[src/common/cam_capture_pkg.sv]
// ------------------------------------------------
// Shared definitions for the camera capture core
// Address map, widths, register offsets, packer phases
// ------------------------------------------------
package cam_capture_pkg;

	// ------------------------------------------------
	// Widths
	// ------------------------------------------------
	localparam int DATA_W     = 32;	// Bus and pixel word
	localparam int PIXEL_W    = 8;	// One camera byte
	localparam int WB_ADR_W   = 12;	// Word address of the slave
	localparam int PTR_W      = 11;	// Write pointer, four banks deep
	localparam int BANK_ADR_W = 9;	// Word index inside one bank
	localparam int NUM_BANKS  = 4;
	localparam int BANK_SEL_W = 2;	// Upper pointer bits

	// ------------------------------------------------
	// Address map
	// ------------------------------------------------
	// Bit 11 high selects registers, low selects the frame buffer
	localparam int REG_SPACE_BIT = 11;

	localparam logic [PTR_W-1:0] CTRL_REG_OFS = 11'd0;	// Control, read/write
	localparam logic [PTR_W-1:0] STAT_REG_OFS = 11'd1;	// Status, read only

	// ------------------------------------------------
	// Register fields
	// ------------------------------------------------
	localparam int CTRL_CAPTURE_EN_BIT = 0;	// Capture enable
	localparam int STAT_VSYNC_BIT      = 16;	// Live vsync

	// ------------------------------------------------
	// Byte packer phase
	// ------------------------------------------------
	localparam int PACK_PHASE_W = 2;

	localparam logic [PACK_PHASE_W-1:0] EMPTY = 2'd0;	// No byte held
	localparam logic [PACK_PHASE_W-1:0] ONE   = 2'd1;	// One byte held
	localparam logic [PACK_PHASE_W-1:0] TWO   = 2'd2;
	localparam logic [PACK_PHASE_W-1:0] THREE = 2'd3;

	// Next valid byte in this phase completes the word
	localparam logic [PACK_PHASE_W-1:0] PACK_PHASE_LAST = 2'd3;

endpackage

[src/capture/cam_byte_packer.sv]
// ------------------------------------------------
// Camera byte qualifier and 4:1 byte packer
// First byte lands in the top byte of the word
// ------------------------------------------------
`timescale 1ns/1ps

module cam_byte_packer
	import cam_capture_pkg::*;
(
	input  logic               WBs_CLK_i,
	input  logic               WBs_RST_i,
	input  logic               capture_en_i,	// From control register
	input  logic               cam_href_i,
	input  logic               cam_vsync_i,
	input  logic [PIXEL_W-1:0] cam_dat_i,
	output logic               word_valid_o,	// One-cycle strobe
	output logic [DATA_W-1:0]  word_data_o
);

	logic                           byte_valid;	// Qualified camera byte
	logic [PACK_PHASE_W-1:0]        phase_q;
	logic [PACK_PHASE_W-1:0]        phase_nxt;
	logic [DATA_W-PIXEL_W-1:0]      acc_q;	// Three leading bytes

	assign byte_valid = cam_href_i & cam_vsync_i;	// Both high

	// ------------------------------------------------
	// Phase sequence
	// ------------------------------------------------
	always_comb begin
		case (phase_q)
			EMPTY:   phase_nxt = ONE;
			ONE:     phase_nxt = TWO;
			TWO:     phase_nxt = THREE;
			THREE:   phase_nxt = EMPTY;	// Word done, start over
			default: phase_nxt = EMPTY;
		endcase
	end

	always_ff @(posedge WBs_CLK_i or posedge WBs_RST_i) begin
		if (WBs_RST_i) begin
			phase_q      <= EMPTY;
			word_valid_o <= 1'b0;
		end else if (!capture_en_i) begin
			phase_q      <= EMPTY;	// Drop any partial word
			word_valid_o <= 1'b0;
		end else begin
			word_valid_o <= byte_valid && (phase_q == PACK_PHASE_LAST);
			if (byte_valid) begin
				phase_q <= phase_nxt;	// Gaps hold the phase
			end
		end
	end

	// ------------------------------------------------
	// Byte accumulator and output word
	// ------------------------------------------------
	always_ff @(posedge WBs_CLK_i) begin
		if (byte_valid) begin
			acc_q <= {acc_q[DATA_W-2*PIXEL_W-1:0], cam_dat_i};	// Shift in at bottom
			if (phase_q == PACK_PHASE_LAST) begin
				word_data_o <= {acc_q, cam_dat_i};	// Fourth byte closes word
			end
		end
	end

	// A finished word needs four bytes, so strobes never touch
	assert property (@(posedge WBs_CLK_i) disable iff (WBs_RST_i)
		word_valid_o |=> !word_valid_o)
		else $error("word_valid_o high in two consecutive cycles");

endmodule

[config.mk]
export PLATFORM = sky130hd
export DESIGN_NAME = cam_byte_packer
export DESIGN_NICKNAME = d
export VERILOG_FILES = /design/src/common/cam_capture_pkg.sv /design/src/capture/cam_byte_packer.sv
export SDC_FILE = /design/constraint.sdc
export NUM_CORES = 1
export LEC_CHECK = 0
export BUFFER_PORTS_ARGS = -buffer_cell sky130_fd_sc_hd__buf_4
export CORE_UTILIZATION = 35
export CTS_CLUSTER_SIZE = 10
export DETAILED_ROUTE_END_ITERATION = 8
export GPL_TIMING_DRIVEN = 0
export PLACE_DENSITY = 0.6
export RECOVER_POWER = 100
export SYNTH_ARGS = -nofsm -noshare
export SYNTH_HDL_FRONTEND = slang
export SYNTH_SLANG_ARGS = --single-unit
[constraint.sdc]
create_clock -name WBs_CLK_i -period 1.33 [get_ports WBs_CLK_i]
set_input_delay 0.133 -clock WBs_CLK_i [delete_from_list [all_inputs] [get_ports WBs_CLK_i]]
set_output_delay 0.133 -clock WBs_CLK_i [all_outputs]
set_load 0.01 [all_outputs]
Word level (Yosys, flattened, before mapping)
Index checks and enable logic that the tools add are counted.

cells by class
  reduce and logical (&&, ||, !) cells = 3
  bitwise logic cells = 1
  equality and inequality tests = 4
  muxes and demuxes = 4

operator list
  cell                count
  $pmux 2 s4          1
  $eq 2x2->1 const B  2
  $mux 2              2
  $eq 2x1->1 const B  1
  $logic_not 2->1     1
  $ne 2x1->1 const B  1
  $reduce_and 2->1    1
  $and 1x1->1         1
  $logic_and 1x1->1   1
  $mux 1              1

storage, ports and cells
  logic and storage cells = 16
  output and inout bits = 33
  register bits = 59
  input bits = 13

Logic depth before layout (Yosys ltp)
  depth after elaboration = 4
  mapped depth = 4
  mapped depth without buffers = 4

Least setup slack after synthesis
Ideal clock, no wire load.

  path kind = register to register
  from = register phase_q[1]
  to = register word_data_o[0] (enable)
  required time = 0.956 ns
  arrival time = 1.037 ns
  buffers on the path = 0
  slack = -0.082 ns
  period minus slack after synthesis = 1.412 ns
  stages on the path, launching flop included = 3
  library setup time = 0.374 ns
  cells stage by stage = dfrtp_1 -> ha_1 -> and3_2

on the way
  word-level cells in the longest chain between the ends = 2

ends and longest elaborated chain
  item                        line                   text
  from (decl)                 cam_byte_packer.sv:21  logic [PACK_PHASE_W-1:0] phase_q;
  from (signal assigned)      cam_byte_packer.sv:50  phase_q <= phase_nxt;
  $eq 2x2->1                  cam_byte_packer.sv:61  if (phase_q == PACK_PHASE_LAST) begin
  $reduce_and 2->1 (no line)  --
  to (signal assigned)        cam_byte_packer.sv:62  word_data_o <= {acc_q, cam_dat_i};
  to (decl)                   cam_byte_packer.sv:17  output logic [DATA_W-1:0] word_data_o

No other way between the ends.
A chain may end at the register's enable or synchronous reset.

Worst setup path after layout
  from = register phase_q[1]
  to = register word_data_o[19] (enable)

Same word-level chain as after synthesis.

==> impl_metrics.ini <==
[run_status]
status = finished, final reports clean

[yosys]
synth_ff_type = edfxtp_1
yosysMostFrequentCell = edfxtp_1
yosys.area.top_type = edfxtp_1
syn_avg_cell_area_um2 = 24.97
yosysUniqueCellTypes = 12
netlist_top_cells_area = edfxtp_1, dfrtp_1, ha_1, inv_1, a211oi_2
synth_top_area_share_pct = 89.78
synth_seq_cells = 59
syn_area_um2 = 1873
synth_nets = 91
synth_warnings = 0
ys_async_sr_fraction_pct = 5.085
yosysSeqAreaShare_pct = 93.79
synth_edf_count = 56
netlist_instances = 75
synth_common_cells = edfxtp_1, inv_1, dfrtp_1, ha_1, a21oi_1

[worst_setup_path]
path_class = reg2reg
cp_data_arrival_time_ps = 1240
cp-start-kind = register
crit_path_end_kind = register
worst-r2r-cell-count = 2
crit_required_ps = 1320
crit_fanout = 16

[placement]
routabilityCongestion = 0.6050
place_hpwl_mm = 1.859
portBuffers = 45
dp_worst_setup_slack_ps = -68.96

[sta]
period_needed_ps = 1251
setup_viol = 0
clock_skew_ps = 5.767
hold_slack_ps = 33.71
maxSlewViolCount = 0
fmax_ghz = 0.7995
rsz0062_at_grt = false
worstMarginPinSlew_ps = 617.1
hold_viol = 0
final.period_utilization_pct = 94.04
setup_ws_ps = 79.22
slew_headroom_pct = 58.86

[die]
die_h_um = 75.16
placement_rows = 26
fp.dieW_um = 75.16
coreArea_um2 = 5140
ios = 46
dieArea_um2 = 5648
start_util_pct = 36.44

[route]
drt-pass1-iter-count = 4
ant_nets = 0
viasPerCell = 4.202
wl_per_cell_um = 14.01
totalWireLength_mm = 2.985
drc = 0
vias = 895
drt_iter0_drc = 71

[clock_tree]
cts_root_buffer = clkbuf_8
numCtsBuffers = 9
ctsLongestPathBuffers = 2
postCtsSetupBuffers = 0
clk_pin_slew_ps = 60
clock_sinks = 59
cts_max_level = 3
clock_latency_ps = 310
cts_tree = built

[global_routing]
grt_overflow = 0
busiest_layer = met2
met3_usage_pct = 2.945
grt_util_met2_pct = 17.92
grt_pass1_vias = 891
grt_pass1_wl_mm = 4.209
grt_util_met1_pct = 12.54
gr-usage-all-layers_pct = 11.00
antenna_found_initial = 0
grt_max_degree = 27

[cells_and_area]
final_layout_size_suffix_gt1_share_pct = 15.38
n_antenna_cell = 0
final_nets = 154
syn2layout_area_growth_pct = 27.66

[pwr]
total_power_mw = 3.425
vdd_drop_max_mv = 0.5861
p_leak_nw = 0.7968
power_density_nw_per_um2 = 1432

[min_path]
hold-path-cell-count = 1
hp-class = in2reg

[run]
drv_cap = 0
area by class of cell:
type / count / area, um^2
repair buffers: 51 / 259.0
inverters: 4 / 15.01
fillers: 461 / 2749
flip-flops and latches: 59 / 1757
multi-input cells: 13 / 122.6
clock buffers: 16 / 150.1
well taps: 70 / 87.58
layout by cell type (no fill, tap or decap):
cell type / instances
a211oi_1: 1
a21bo_2: 1
a21oi_1: 2
and2_2: 1
and3_1: 1
and3_4: 2
buf_4: 2
clkbuf_1: 44
clkbuf_4: 6
clkbuf_8: 9
dfrtp_1: 3
dlygate4sd3_1: 6
edfxtp_1: 56
ha_1: 2
ha_4: 1
inv_1: 4
nand3_1: 1
nor2_1: 1
stage by stage:
| stage | util (%) | setup TNS, ps | instances | area [um^2] |
|---|---|---|---|---|
| after floorplan | - | 0 | 75 | 1877 |
| after global placement | 44.79 | -862.8 | 190 | 2302 |
| after detailed placement | 44.79 | -2174 | 190 | 2302 |
| after CTS | 48.52 | 0 | 210 | 2494 |
| after global routing | 46.52 | 0 | 213 | 2391 |
| final | 46.52 | 0 | 213 | 2391 |
flip-flops by register name, indices dropped and copies added (netlist names):
signal        flops
acc_q            24
phase_q           2
word_data_o      32
word_valid_o      1
power by group:
group	total [mW]	internal [mW]	switching, mW
logic	0.0820	0.0376	0.0445
registers	2.09	2.07	0.0179
clock network	1.25	0.682	0.568
total	3.42	2.79	0.631
kinds of logic (layout without fill, tap and decap cells):
logic type,Yosys count,count (layout),share of synthesized area (%)
flops,59,59,93.79
simple gates,5,6,1.670
compound gates,4,4,1.737
buf+inv,4,71,0.8014
fa+ha+maj,3,3,2.004
per-layer routing:
metal / wire (um) / share of wire, %
met5: 0 / 0
met4: 64 / 2.1
met3: 154 / 5.2
met2: 1496 / 50
met1: 1269 / 43
worst paths after layout:
kind | startpoint | end | slack, ps
max in group asynchronous | WBs_RST_i | phase_q[1] | 950
worst max register to register | phase_q[1] | word_data_o[19] | 80
min in group asynchronous | WBs_RST_i | word_valid_o | 240
worst max-delay path | phase_q[1] | word_data_o[19] | 80
worst min-delay path | cam_dat_i[0] | word_data_o[0] | 30
worst min register to register | acc_q[22] | word_data_o[30] | 420
critical path, cell delays in order (launching register included):
cell and delay (ps):
dfrtp_1 430, ha_4 170, and3_4 340
what timing repair did:
item / CTS / global route
gates resized for setup: 1 / 2
cloned: 1 / 0
pin swaps: 1 / 2
hold buffers: 3 / 3
endpoints found under the hold margin: 6 / 6
setup endpoints to repair: 32 / 32
No activity file was read; power rests on OpenSTA's default activity.
