File: config.mk
export PLATFORM = sky130hd
export DESIGN_NAME = wb_regs_slave
export DESIGN_NICKNAME = d
export VERILOG_FILES = /design/src/common/cam_capture_pkg.sv /design/src/design/wb_regs_slave.sv
export SDC_FILE = /design/constraint.sdc
export NUM_CORES = 1
export LEC_CHECK = 0
export BUFFER_PORTS_ARGS = -buffer_cell sky130_fd_sc_hd__buf_2
export CORE_MARGIN = 5
export CORE_UTILIZATION = 26
export CTS_CLUSTER_SIZE = 20
export DETAILED_ROUTE_END_ITERATION = 10
export PLACE_DENSITY = 0.76
export SKIP_LAST_GASP = 1
export SLEW_MARGIN = 10
export SYNTH_ARGS = -nofsm -noshare
export SYNTH_HDL_FRONTEND = slang
export SYNTH_SLANG_ARGS = --single-unit
export TNS_END_PERCENT = 5
File: constraint.sdc
create_clock -name WBs_CLK_i -period 1.35 [get_ports WBs_CLK_i]
set_input_delay 0.0675 -clock WBs_CLK_i [delete_from_list [all_inputs] [get_ports WBs_CLK_i]]
set_output_delay 0.0675 -clock WBs_CLK_i [all_outputs]
set_load 0.01 [all_outputs]
File: src/common/cam_capture_pkg.sv
// ------------------------------------------------
// Shared definitions for the camera capture core
// Address map, widths, register offsets, packer phases
// ------------------------------------------------
package cam_capture_pkg;

	// ------------------------------------------------
	// Widths
	// ------------------------------------------------
	localparam int DATA_W     = 32;	// Bus and pixel word
	localparam int PIXEL_W    = 8;	// One camera byte
	localparam int WB_ADR_W   = 12;	// Word address of the slave
	localparam int PTR_W      = 11;	// Write pointer, four banks deep
	localparam int BANK_ADR_W = 9;	// Word index inside one bank
	localparam int NUM_BANKS  = 4;
	localparam int BANK_SEL_W = 2;	// Upper pointer bits

	// ------------------------------------------------
	// Address map
	// ------------------------------------------------
	// Bit 11 high selects registers, low selects the frame buffer
	localparam int REG_SPACE_BIT = 11;

	localparam logic [PTR_W-1:0] CTRL_REG_OFS = 11'd0;	// Control, read/write
	localparam logic [PTR_W-1:0] STAT_REG_OFS = 11'd1;	// Status, read only

	// ------------------------------------------------
	// Register fields
	// ------------------------------------------------
	localparam int CTRL_CAPTURE_EN_BIT = 0;	// Capture enable
	localparam int STAT_VSYNC_BIT      = 16;	// Live vsync

	// ------------------------------------------------
	// Byte packer phase
	// ------------------------------------------------
	localparam int PACK_PHASE_W = 2;

	localparam logic [PACK_PHASE_W-1:0] EMPTY = 2'd0;	// No byte held
	localparam logic [PACK_PHASE_W-1:0] ONE   = 2'd1;	// One byte held
	localparam logic [PACK_PHASE_W-1:0] TWO   = 2'd2;
	localparam logic [PACK_PHASE_W-1:0] THREE = 2'd3;

	// Next valid byte in this phase completes the word
	localparam logic [PACK_PHASE_W-1:0] PACK_PHASE_LAST = 2'd3;

endpackage

File: src/design/wb_regs_slave.sv
// ------------------------------------------------
// Wishbone classic slave
// Ack, space decode, control register, read mux
// ------------------------------------------------
`timescale 1ns/1ps

module wb_regs_slave
	import cam_capture_pkg::*;
(
	input  logic                WBs_CLK_i,
	input  logic                WBs_RST_i,
	input  logic                wbs_cyc_i,
	input  logic                wbs_stb_i,
	input  logic                wbs_we_i,
	input  logic [WB_ADR_W-1:0] wbs_adr_i,	// Word address
	input  logic [DATA_W-1:0]   wbs_dat_i,
	output logic [DATA_W-1:0]   wbs_dat_o,	// Valid with ack
	output logic                wbs_ack_o,
	input  logic                cam_vsync_i,	// Live, for status
	input  logic [PTR_W-1:0]    wr_ptr_i,
	output logic                capture_en_o,
	output logic [PTR_W-1:0]    frame_rd_adr_o,
	input  logic [DATA_W-1:0]   frame_rd_data_i
);

	logic              req;	// New request, not yet acked
	logic              reg_sel;	// Register space hit
	logic [PTR_W-1:0]  reg_ofs;
	logic              ctrl_wr;
	logic              reg_sel_q;
	logic [PTR_W-1:0]  reg_ofs_q;
	logic [DATA_W-1:0] ctrl_word;
	logic [DATA_W-1:0] stat_word;
	logic [DATA_W-1:0] reg_rd_word;

	// ------------------------------------------------
	// Request decode
	// ------------------------------------------------
	assign req     = wbs_cyc_i & wbs_stb_i & ~wbs_ack_o;
	assign reg_sel = wbs_adr_i[REG_SPACE_BIT];
	assign reg_ofs = wbs_adr_i[PTR_W-1:0];
	assign ctrl_wr = req & wbs_we_i & reg_sel & (reg_ofs == CTRL_REG_OFS);

	// RAM sees the address in the request cycle, data lines up with ack
	assign frame_rd_adr_o = wbs_adr_i[PTR_W-1:0];

	// ------------------------------------------------
	// Ack and control register
	// ------------------------------------------------
	always_ff @(posedge WBs_CLK_i or posedge WBs_RST_i) begin
		if (WBs_RST_i) begin
			wbs_ack_o    <= 1'b0;
			capture_en_o <= 1'b0;
		end else begin
			wbs_ack_o <= req;	// Single-cycle pulse
			if (ctrl_wr) begin
				capture_en_o <= wbs_dat_i[CTRL_CAPTURE_EN_BIT];
			end
		end
	end

	// Remember what was addressed for the ack cycle
	always_ff @(posedge WBs_CLK_i) begin
		if (req) begin
			reg_sel_q <= reg_sel;
			reg_ofs_q <= reg_ofs;
		end
	end

	// ------------------------------------------------
	// Read data
	// ------------------------------------------------
	always_comb begin
		ctrl_word = '0;
		ctrl_word[CTRL_CAPTURE_EN_BIT] = capture_en_o;

		stat_word = '0;
		stat_word[PTR_W-1:0]     = wr_ptr_i;	// Bank in 10:9
		stat_word[STAT_VSYNC_BIT] = cam_vsync_i;
	end

	always_comb begin
		case (reg_ofs_q)
			CTRL_REG_OFS: reg_rd_word = ctrl_word;
			STAT_REG_OFS: reg_rd_word = stat_word;
			default:      reg_rd_word = '0;	// Unmapped offset
		endcase
	end

	assign wbs_dat_o = reg_sel_q ? reg_rd_word : frame_rd_data_i;

	// ------------------------------------------------
	// Handshake checks
	// ------------------------------------------------
	assert property (@(posedge WBs_CLK_i) disable iff (WBs_RST_i)
		wbs_ack_o |=> !wbs_ack_o)
		else $error("wbs_ack_o held for two cycles");

	assert property (@(posedge WBs_CLK_i) disable iff (WBs_RST_i)
		wbs_ack_o |-> $past(wbs_cyc_i & wbs_stb_i))
		else $error("wbs_ack_o without a preceding request");

endmodule

Yosys cells after proc, flatten, opt, wreduce, memory -nomap -nowiden
Cells that the tools add are included.
- bits in registers: 14
- logic and storage cells: 15
- input bits: 93
- equal/unequal tests: 1
- bitwise operators: 6
- muxes and demuxes: 2
- reductions and logical operators: 2
- operators with widths (kind ; count):
    17-bit one-hot mux with 2 select lines ; 1
    32-bit two-way mux ; 1
    11-bit zero test ; 2
    11-bit by 1-bit == test with 1-bit output, second input constant ; 1
    1-bit AND ; 5
    1-bit inverter ; 1

Logic depth before layout (Yosys ltp)
- depth after elaboration: 5
- mapped depth: 5

Worst setup path after synthesis
No wires, ideal clock.
- path type: reg2reg
- from: reg wbs_ack_o
- to: reg capture_en_o
- setup time: 127 ps
- stages on the path, launching flop included: 4
- buffers on the path: 0
- data arrival time: 1297 ps
- period minus slack after synthesis: 1425 ps
- slack: -75 ps
- cell sequence: dfrtp_1 -> nor2_2 -> nand4_1 -> mux2_1
- cells in the longest elaborated chain, start to end: 5
- RTL lines (what ; RTL line ; text):
    from (decl) ; wb_regs_slave.sv:18 ; output logic wbs_ack_o,
    from (signal assigned) ; wb_regs_slave.sv:55 ; wbs_ack_o <= req;
    1-bit inverter ; wb_regs_slave.sv:39 ; assign req = wbs_cyc_i & wbs_stb_i & ~wbs_ack_o;
    1-bit AND ; wb_regs_slave.sv:39 ;
    net req ; wb_regs_slave.sv:26 ; logic req;
    1-bit AND (3 in a row) ; wb_regs_slave.sv:42 ; assign ctrl_wr = req & wbs_we_i & reg_sel & (reg_ofs == CTRL_REG_OFS);
    to (signal assigned) ; wb_regs_slave.sv:57 ; capture_en_o <= wbs_dat_i[CTRL_CAPTURE_EN_BIT];
    to (decl) ; wb_regs_slave.sv:21 ; output logic capture_en_o,
The timed path passes the listed nets, and every way through them passes these cells.
A chain may end at the register's enable or synchronous reset.

Worst setup path in the final report
- from: reg reg_ofs_q[6]
- to: out wbs_dat_o[5]
- cells in the longest elaborated chain, start to end: 3
- RTL lines (what ; RTL line ; text):
    from (decl) ; wb_regs_slave.sv:31 ; logic [PTR_W-1:0] reg_ofs_q;
    from (signal assigned) ; wb_regs_slave.sv:66 ; reg_ofs_q <= reg_ofs;
    11-bit by 1-bit == test with 1-bit output or 11-bit zero test (tied branches) ; wb_regs_slave.sv:83 ; case (reg_ofs_q)
    17-bit one-hot mux with 2 select lines * ; wb_regs_slave.sv:83 ;
    32-bit two-way mux * ; wb_regs_slave.sv:90 ; assign wbs_dat_o = reg_sel_q ? reg_rd_word : frame_rd_data_i;
    to (decl) ; wb_regs_slave.sv:17 ; output logic [DATA_W-1:0] wbs_dat_o,
Mark *: on every way between the ends. The rest lies on a longest branch, timed or not.

==> report_table.html <==
<table>
<tr><th>Metric</th><th>Value</th></tr>
<tr><th colspan="2">Drt</th></tr>
<tr><td>Ratio of routed vias to standard cells</td><td>4.13</td></tr>
<tr><td>WL/cell</td><td>12.1 um</td></tr>
<tr><td>Length of the first detailed-routing pass in iterations</td><td>4</td></tr>
<tr><td>DRC violation total after the first TritonRoute iteration</td><td>12</td></tr>
<tr><td>Count of vias placed by the detailed router</td><td>~1000</td></tr>
<tr><td>Number of antenna-violating nets in the routed design</td><td>0</td></tr>
<tr><td>WL final</td><td>just over 3000 um</td></tr>
<tr><td>DRC</td><td>0</td></tr>
<tr><th colspan="2">STA</th></tr>
<tr><td>Worst hold-check slack</td><td>14.0 ps</td></tr>
<tr><td>Max-slew headroom at the worst pin</td><td>about four fifths</td></tr>
<tr><td>Post-route minimum period</td><td>roughly 1800 ps</td></tr>
<tr><td>Setup slack after layout</td><td>-434 ps</td></tr>
<tr><td>Final clock skew</td><td>0.666 ps</td></tr>
<tr><td>Setup-violating endpoint count in the final report</td><td>12</td></tr>
<tr><td>Setup repair after global routing missed its margin</td><td>yes</td></tr>
<tr><td>Actual slew at the worst max-slew pin</td><td>about 300 ps</td></tr>
<tr><td>Max Slew Vio Count</td><td>0</td></tr>
<tr><td>Tcrit/Tclk final</td><td>132%</td></tr>
<tr><td>Max frequency</td><td>560 MHz</td></tr>
<tr><td>Final Hold Vio Count</td><td>0</td></tr>
<tr><th colspan="2">Clock tree</th></tr>
<tr><td>Clock net sink count</td><td>14</td></tr>
<tr><td>Total clock buffers created by CTS</td><td>3</td></tr>
<tr><td>Skew-Pair Late Insertion Delay</td><td>270 ps</td></tr>
<tr><td>Clock root buffer</td><td>sky130_fd_sc_hd__clkbuf_4</td></tr>
<tr><td>Htree depth</td><td>1</td></tr>
<tr><td>TritonCTS clock tree</td><td>yes</td></tr>
<tr><td>Number of buffers on the longest clock path</td><td>2</td></tr>
<tr><td>Clock-pin slew on the worst setup and hold paths</td><td>about 80 ps</td></tr>
<tr><td>Post-CTS Setup Repair Bufs</td><td>0</td></tr>
<tr><th colspan="2">Flow run</th></tr>
<tr><td>Count of maximum capacitance violations</td><td>0</td></tr>
<tr><th colspan="2">Floorplan</th></tr>
<tr><td>Horizontal die dimension</td><td>slightly below 70 um</td></tr>
<tr><td>Standard-cell rows</td><td>21</td></tr>
<tr><td>Starting utilization of the core area</td><td>a little over a quarter</td></tr>
<tr><td>Die area</td><td>roughly 4800 um2</td></tr>
<tr><td>Total I/O pin count</td><td>between 100 and 150</td></tr>
<tr><td>Die Span Y</td><td>roughly 69 um</td></tr>
<tr><td>Area of the placeable core</td><td>~3400 um2</td></tr>
<tr><th colspan="2">Power and ir drop</th></tr>
<tr><td>Portion of total power attributed to combinational logic</td><td>between 20% and 30%</td></tr>
<tr><td>PnR Total Power</td><td>approximately 1.0 mW</td></tr>
<tr><td>Clock power share</td><td>a little under a quarter</td></tr>
<tr><td>Internal power of the cells</td><td>around 750 uW</td></tr>
<tr><td>Standby leakage power</td><td>about 0.86 nW</td></tr>
<tr><td>Worst vdd ir</td><td>0.476 mV</td></tr>
<tr><td>Power density normalized to cell area</td><td>between 600 and 700 nW/um2</td></tr>
<tr><td>Switching component of the power</td><td>~260 uW</td></tr>
<tr><td>Proportion of power drawn by flip-flops and latches</td><td>49.3%</td></tr>
<tr><td>Sw Ratio</td><td>about 26%</td></tr>
<tr><th colspan="2">Logic synthesis</th></tr>
<tr><td>Sequential area share after synthesis</td><td>between 40% and 50%</td></tr>
<tr><td>Post-synthesis cell count</td><td>99</td></tr>
<tr><td>Post-synthesis net count</td><td>about 190</td></tr>
<tr><td>Syn Std Cell Area</td><td>roughly 900 um2</td></tr>
<tr><td>Total of warnings raised by yosys</td><td>0</td></tr>
<tr><td>Post-synthesis register bit count</td><td>14</td></tr>
<tr><td>Post-synthesis average cell area</td><td>9.16 um2</td></tr>
<tr><td>Synth cell types</td><td>19</td></tr>
<tr><th colspan="2">GRT</th></tr>
<tr><td>Total global routing track utilization</td><td>roughly an eighth</td></tr>
<tr><td>Initial antenna violation count</td><td>0</td></tr>
<tr><td>Leftover overflow at the end of global routing</td><td>0</td></tr>
<tr><td>Wire length of the first global-routing pass</td><td>between 5000 and 6000 um</td></tr>
<tr><td>Via count of the first global-routing pass</td><td>approximately 1100</td></tr>
<tr><td>Pin count of the biggest net entering global routing</td><td>33</td></tr>
<tr><th colspan="2">Worst setup path</th></tr>
<tr><td>Data required, critical path</td><td>roughly 1300 ps</td></tr>
<tr><td>Kind of critical path</td><td>reg -&gt; out</td></tr>
<tr><td>Crit path launch type</td><td>flop</td></tr>
<tr><td>Critical Path End Type</td><td>primary output</td></tr>
<tr><td>Critical path fanouts, max</td><td>6</td></tr>
<tr><td>Worst endpoint data arrival time</td><td>between 1500 and 2000 ps</td></tr>
<tr><th colspan="2">Cells and area</th></tr>
<tr><td>Final net count</td><td>~300</td></tr>
<tr><td>Multi-input combinational cell area</td><td>approximately 400 um2</td></tr>
<tr><td>Final instance count without filler cells</td><td>approximately 250</td></tr>
<tr><td>Diode insertion count for antenna repair</td><td>0</td></tr>
<tr><td>Post-route core utilization</td><td>47.3%</td></tr>
<tr><td>Number of inserted filler cells in the final layout</td><td>358</td></tr>
<tr><td>Most frequent standard cell in the layout excluding fill and tap cells</td><td>sky130_fd_sc_hd__buf_2</td></tr>
<tr><td>Area used by sequential logic in the layout</td><td>about 410 um2</td></tr>
<tr><td>Most used cells in the layout excluding fill and tap cells</td><td>106 x sky130_fd_sc_hd__buf_2, 20 x sky130_fd_sc_hd__nor2b_1, 13 x sky130_fd_sc_hd__inv_1</td></tr>
<tr><td>Area growth from synthesis to layout</td><td>75.4%</td></tr>
<tr><td>Fraction of final layout cells sized beyond drive strength 1</td><td>a little over three fifths</td></tr>
<tr><th colspan="2">Placed design</th></tr>
<tr><td>DP Worst Slack</td><td>-162 ps</td></tr>
<tr><td>Last weighted congestion value of the routability-driven placer</td><td>between 0.7 and 0.8</td></tr>
<tr><td>Inst Count DP</td><td>between 200 and 250</td></tr>
<tr><td>Estimated wirelength of the detail-placed design</td><td>between 2000 and 3000 um</td></tr>
<tr><td>Port bufs</td><td>about 110</td></tr>
<tr><th colspan="2">Worst hold path</th></tr>
<tr><td>Tightest Hold Check Type</td><td>in -&gt; reg</td></tr>
<tr><th colspan="2">Outcome</th></tr>
<tr><td>Violated checks</td><td>setup timing</td></tr>
<tr><td>Result of the run</td><td>complete, but fails checks</td></tr>
</table>
-- sequential cells by signal (all words and copies together), names as in the netlist --
name / flops
reg_ofs_q: 11
capture_en_o: 1
reg_sel_q: 1
wbs_ack_o: 1
-- power by group through the flow --
stage / logic [mW] / registers, mW / clock network, mW
floorplan: 0.119 / 0.506 / 0
detailed placement: 0.269 / 0.505 / 0
global route: 0.310 / 0.499 / 0.259
global placement: 0.265 / 0.504 / 0
CTS: 0.282 / 0.497 / 0.238
finish: 0.283 / 0.497 / 0.228
-- final timing paths --
| check | cells after the start | startpoint | end | slack (ps) |
|---|---|---|---|---|
| worst min register to register | 1 | capture_en_o | capture_en_o | 540 |
| worst max-delay path | 7 | reg_ofs_q[6] | wbs_dat_o[5] | -430 |
| max in group asynchronous | 3 | WBs_RST_i | wbs_ack_o | 1050 |
| worst min-delay path | 1 | wbs_adr_i[10] | reg_ofs_q[10] | 10 |
| worst max register to register | 3 | wbs_ack_o | capture_en_o | 290 |
| min in group asynchronous | 3 | WBs_RST_i | capture_en_o | 180 |
-- synth_stat cells --
master	instances	share of area (%)
sky130_fd_sc_hd__and4_1	1	0.97
sky130_fd_sc_hd__buf_2	1	0.55
sky130_fd_sc_hd__buf_4	11	9.1
sky130_fd_sc_hd__clkbuf_1	3	1.2
sky130_fd_sc_hd__dfrtp_1	2	5.5
sky130_fd_sc_hd__edfxtp_1	12	40
sky130_fd_sc_hd__inv_1	13	5.4
sky130_fd_sc_hd__mux2_1	2	2.5
sky130_fd_sc_hd__nand2_1	12	5.0
sky130_fd_sc_hd__nand4_1	2	1.4
sky130_fd_sc_hd__nor2_2	1	0.69
sky130_fd_sc_hd__nor2b_1	20	14
sky130_fd_sc_hd__nor3_1	2	1.1
sky130_fd_sc_hd__nor3_2	1	1.1
sky130_fd_sc_hd__nor4_1	1	0.69
sky130_fd_sc_hd__nor4b_1	1	0.97
sky130_fd_sc_hd__nor4b_4	1	2.6
sky130_fd_sc_hd__o21ai_1	12	6.6
sky130_fd_sc_hd__or4b_1	1	1.1
-- cell families (layout without fill, tap and decap cells) --
family	Yosys count	in the layout	synth area share [%]
AND/OR/NAND/NOR	43	43	29.4
flip-flops	14	14	45.2
buffers and inverters	28	136	16.3
AO/OA/AOI/OAI	12	12	6.62
multiplexers	2	2	2.48
-- critical path, stage by stage (launching register included) --
cell,delay (ps)
sky130_fd_sc_hd__edfxtp_1,390
sky130_fd_sc_hd__nor4_2,270
sky130_fd_sc_hd__buf_4,150
sky130_fd_sc_hd__and4_4,240
sky130_fd_sc_hd__buf_8,140
sky130_fd_sc_hd__nand2_2,60
sky130_fd_sc_hd__o21ai_1,60
sky130_fd_sc_hd__buf_2,140
-- per-layer routing --
layer  track usage (%)  vias to the layer above  part of all wire (%)
met5                 0                        -                     0
met4              3.69                        0                  0.94
met3              3.78                        2                    11
met2              22.2                       68                    50
met1              14.3                      445                    38
li1                  -                      531                     -
-- area by class of cell --
class	count	area share, %
Clock buffer	3	1.42
Clock inverter	1	0.236
Inverter	13	3.07
Multi-Input combinational cell	57	24.9
Sequential cell	14	25.8
Tap cell	46	3.62
Timing Repair Buffer	119	41.0
-- metrics by stage --
stage	TNS (ps)	cell area (um2)
after global routing	-6300	1590
after detailed placement	-1550	1450
final	-4660	1590
after global placement	-1020	1450
after floorplan	0	912
after CTS	-4790	1560
-- repair_timing --
item                       4_1_cts  5_1_grt
gates cloned                     1        0
hold endpoints to repair         6        0
hold buffers                     5        0
setup endpoints to repair       12       12
pin swaps                        2        3
resized for setup                7        9
No activity file was read; power rests on OpenSTA's default activity.
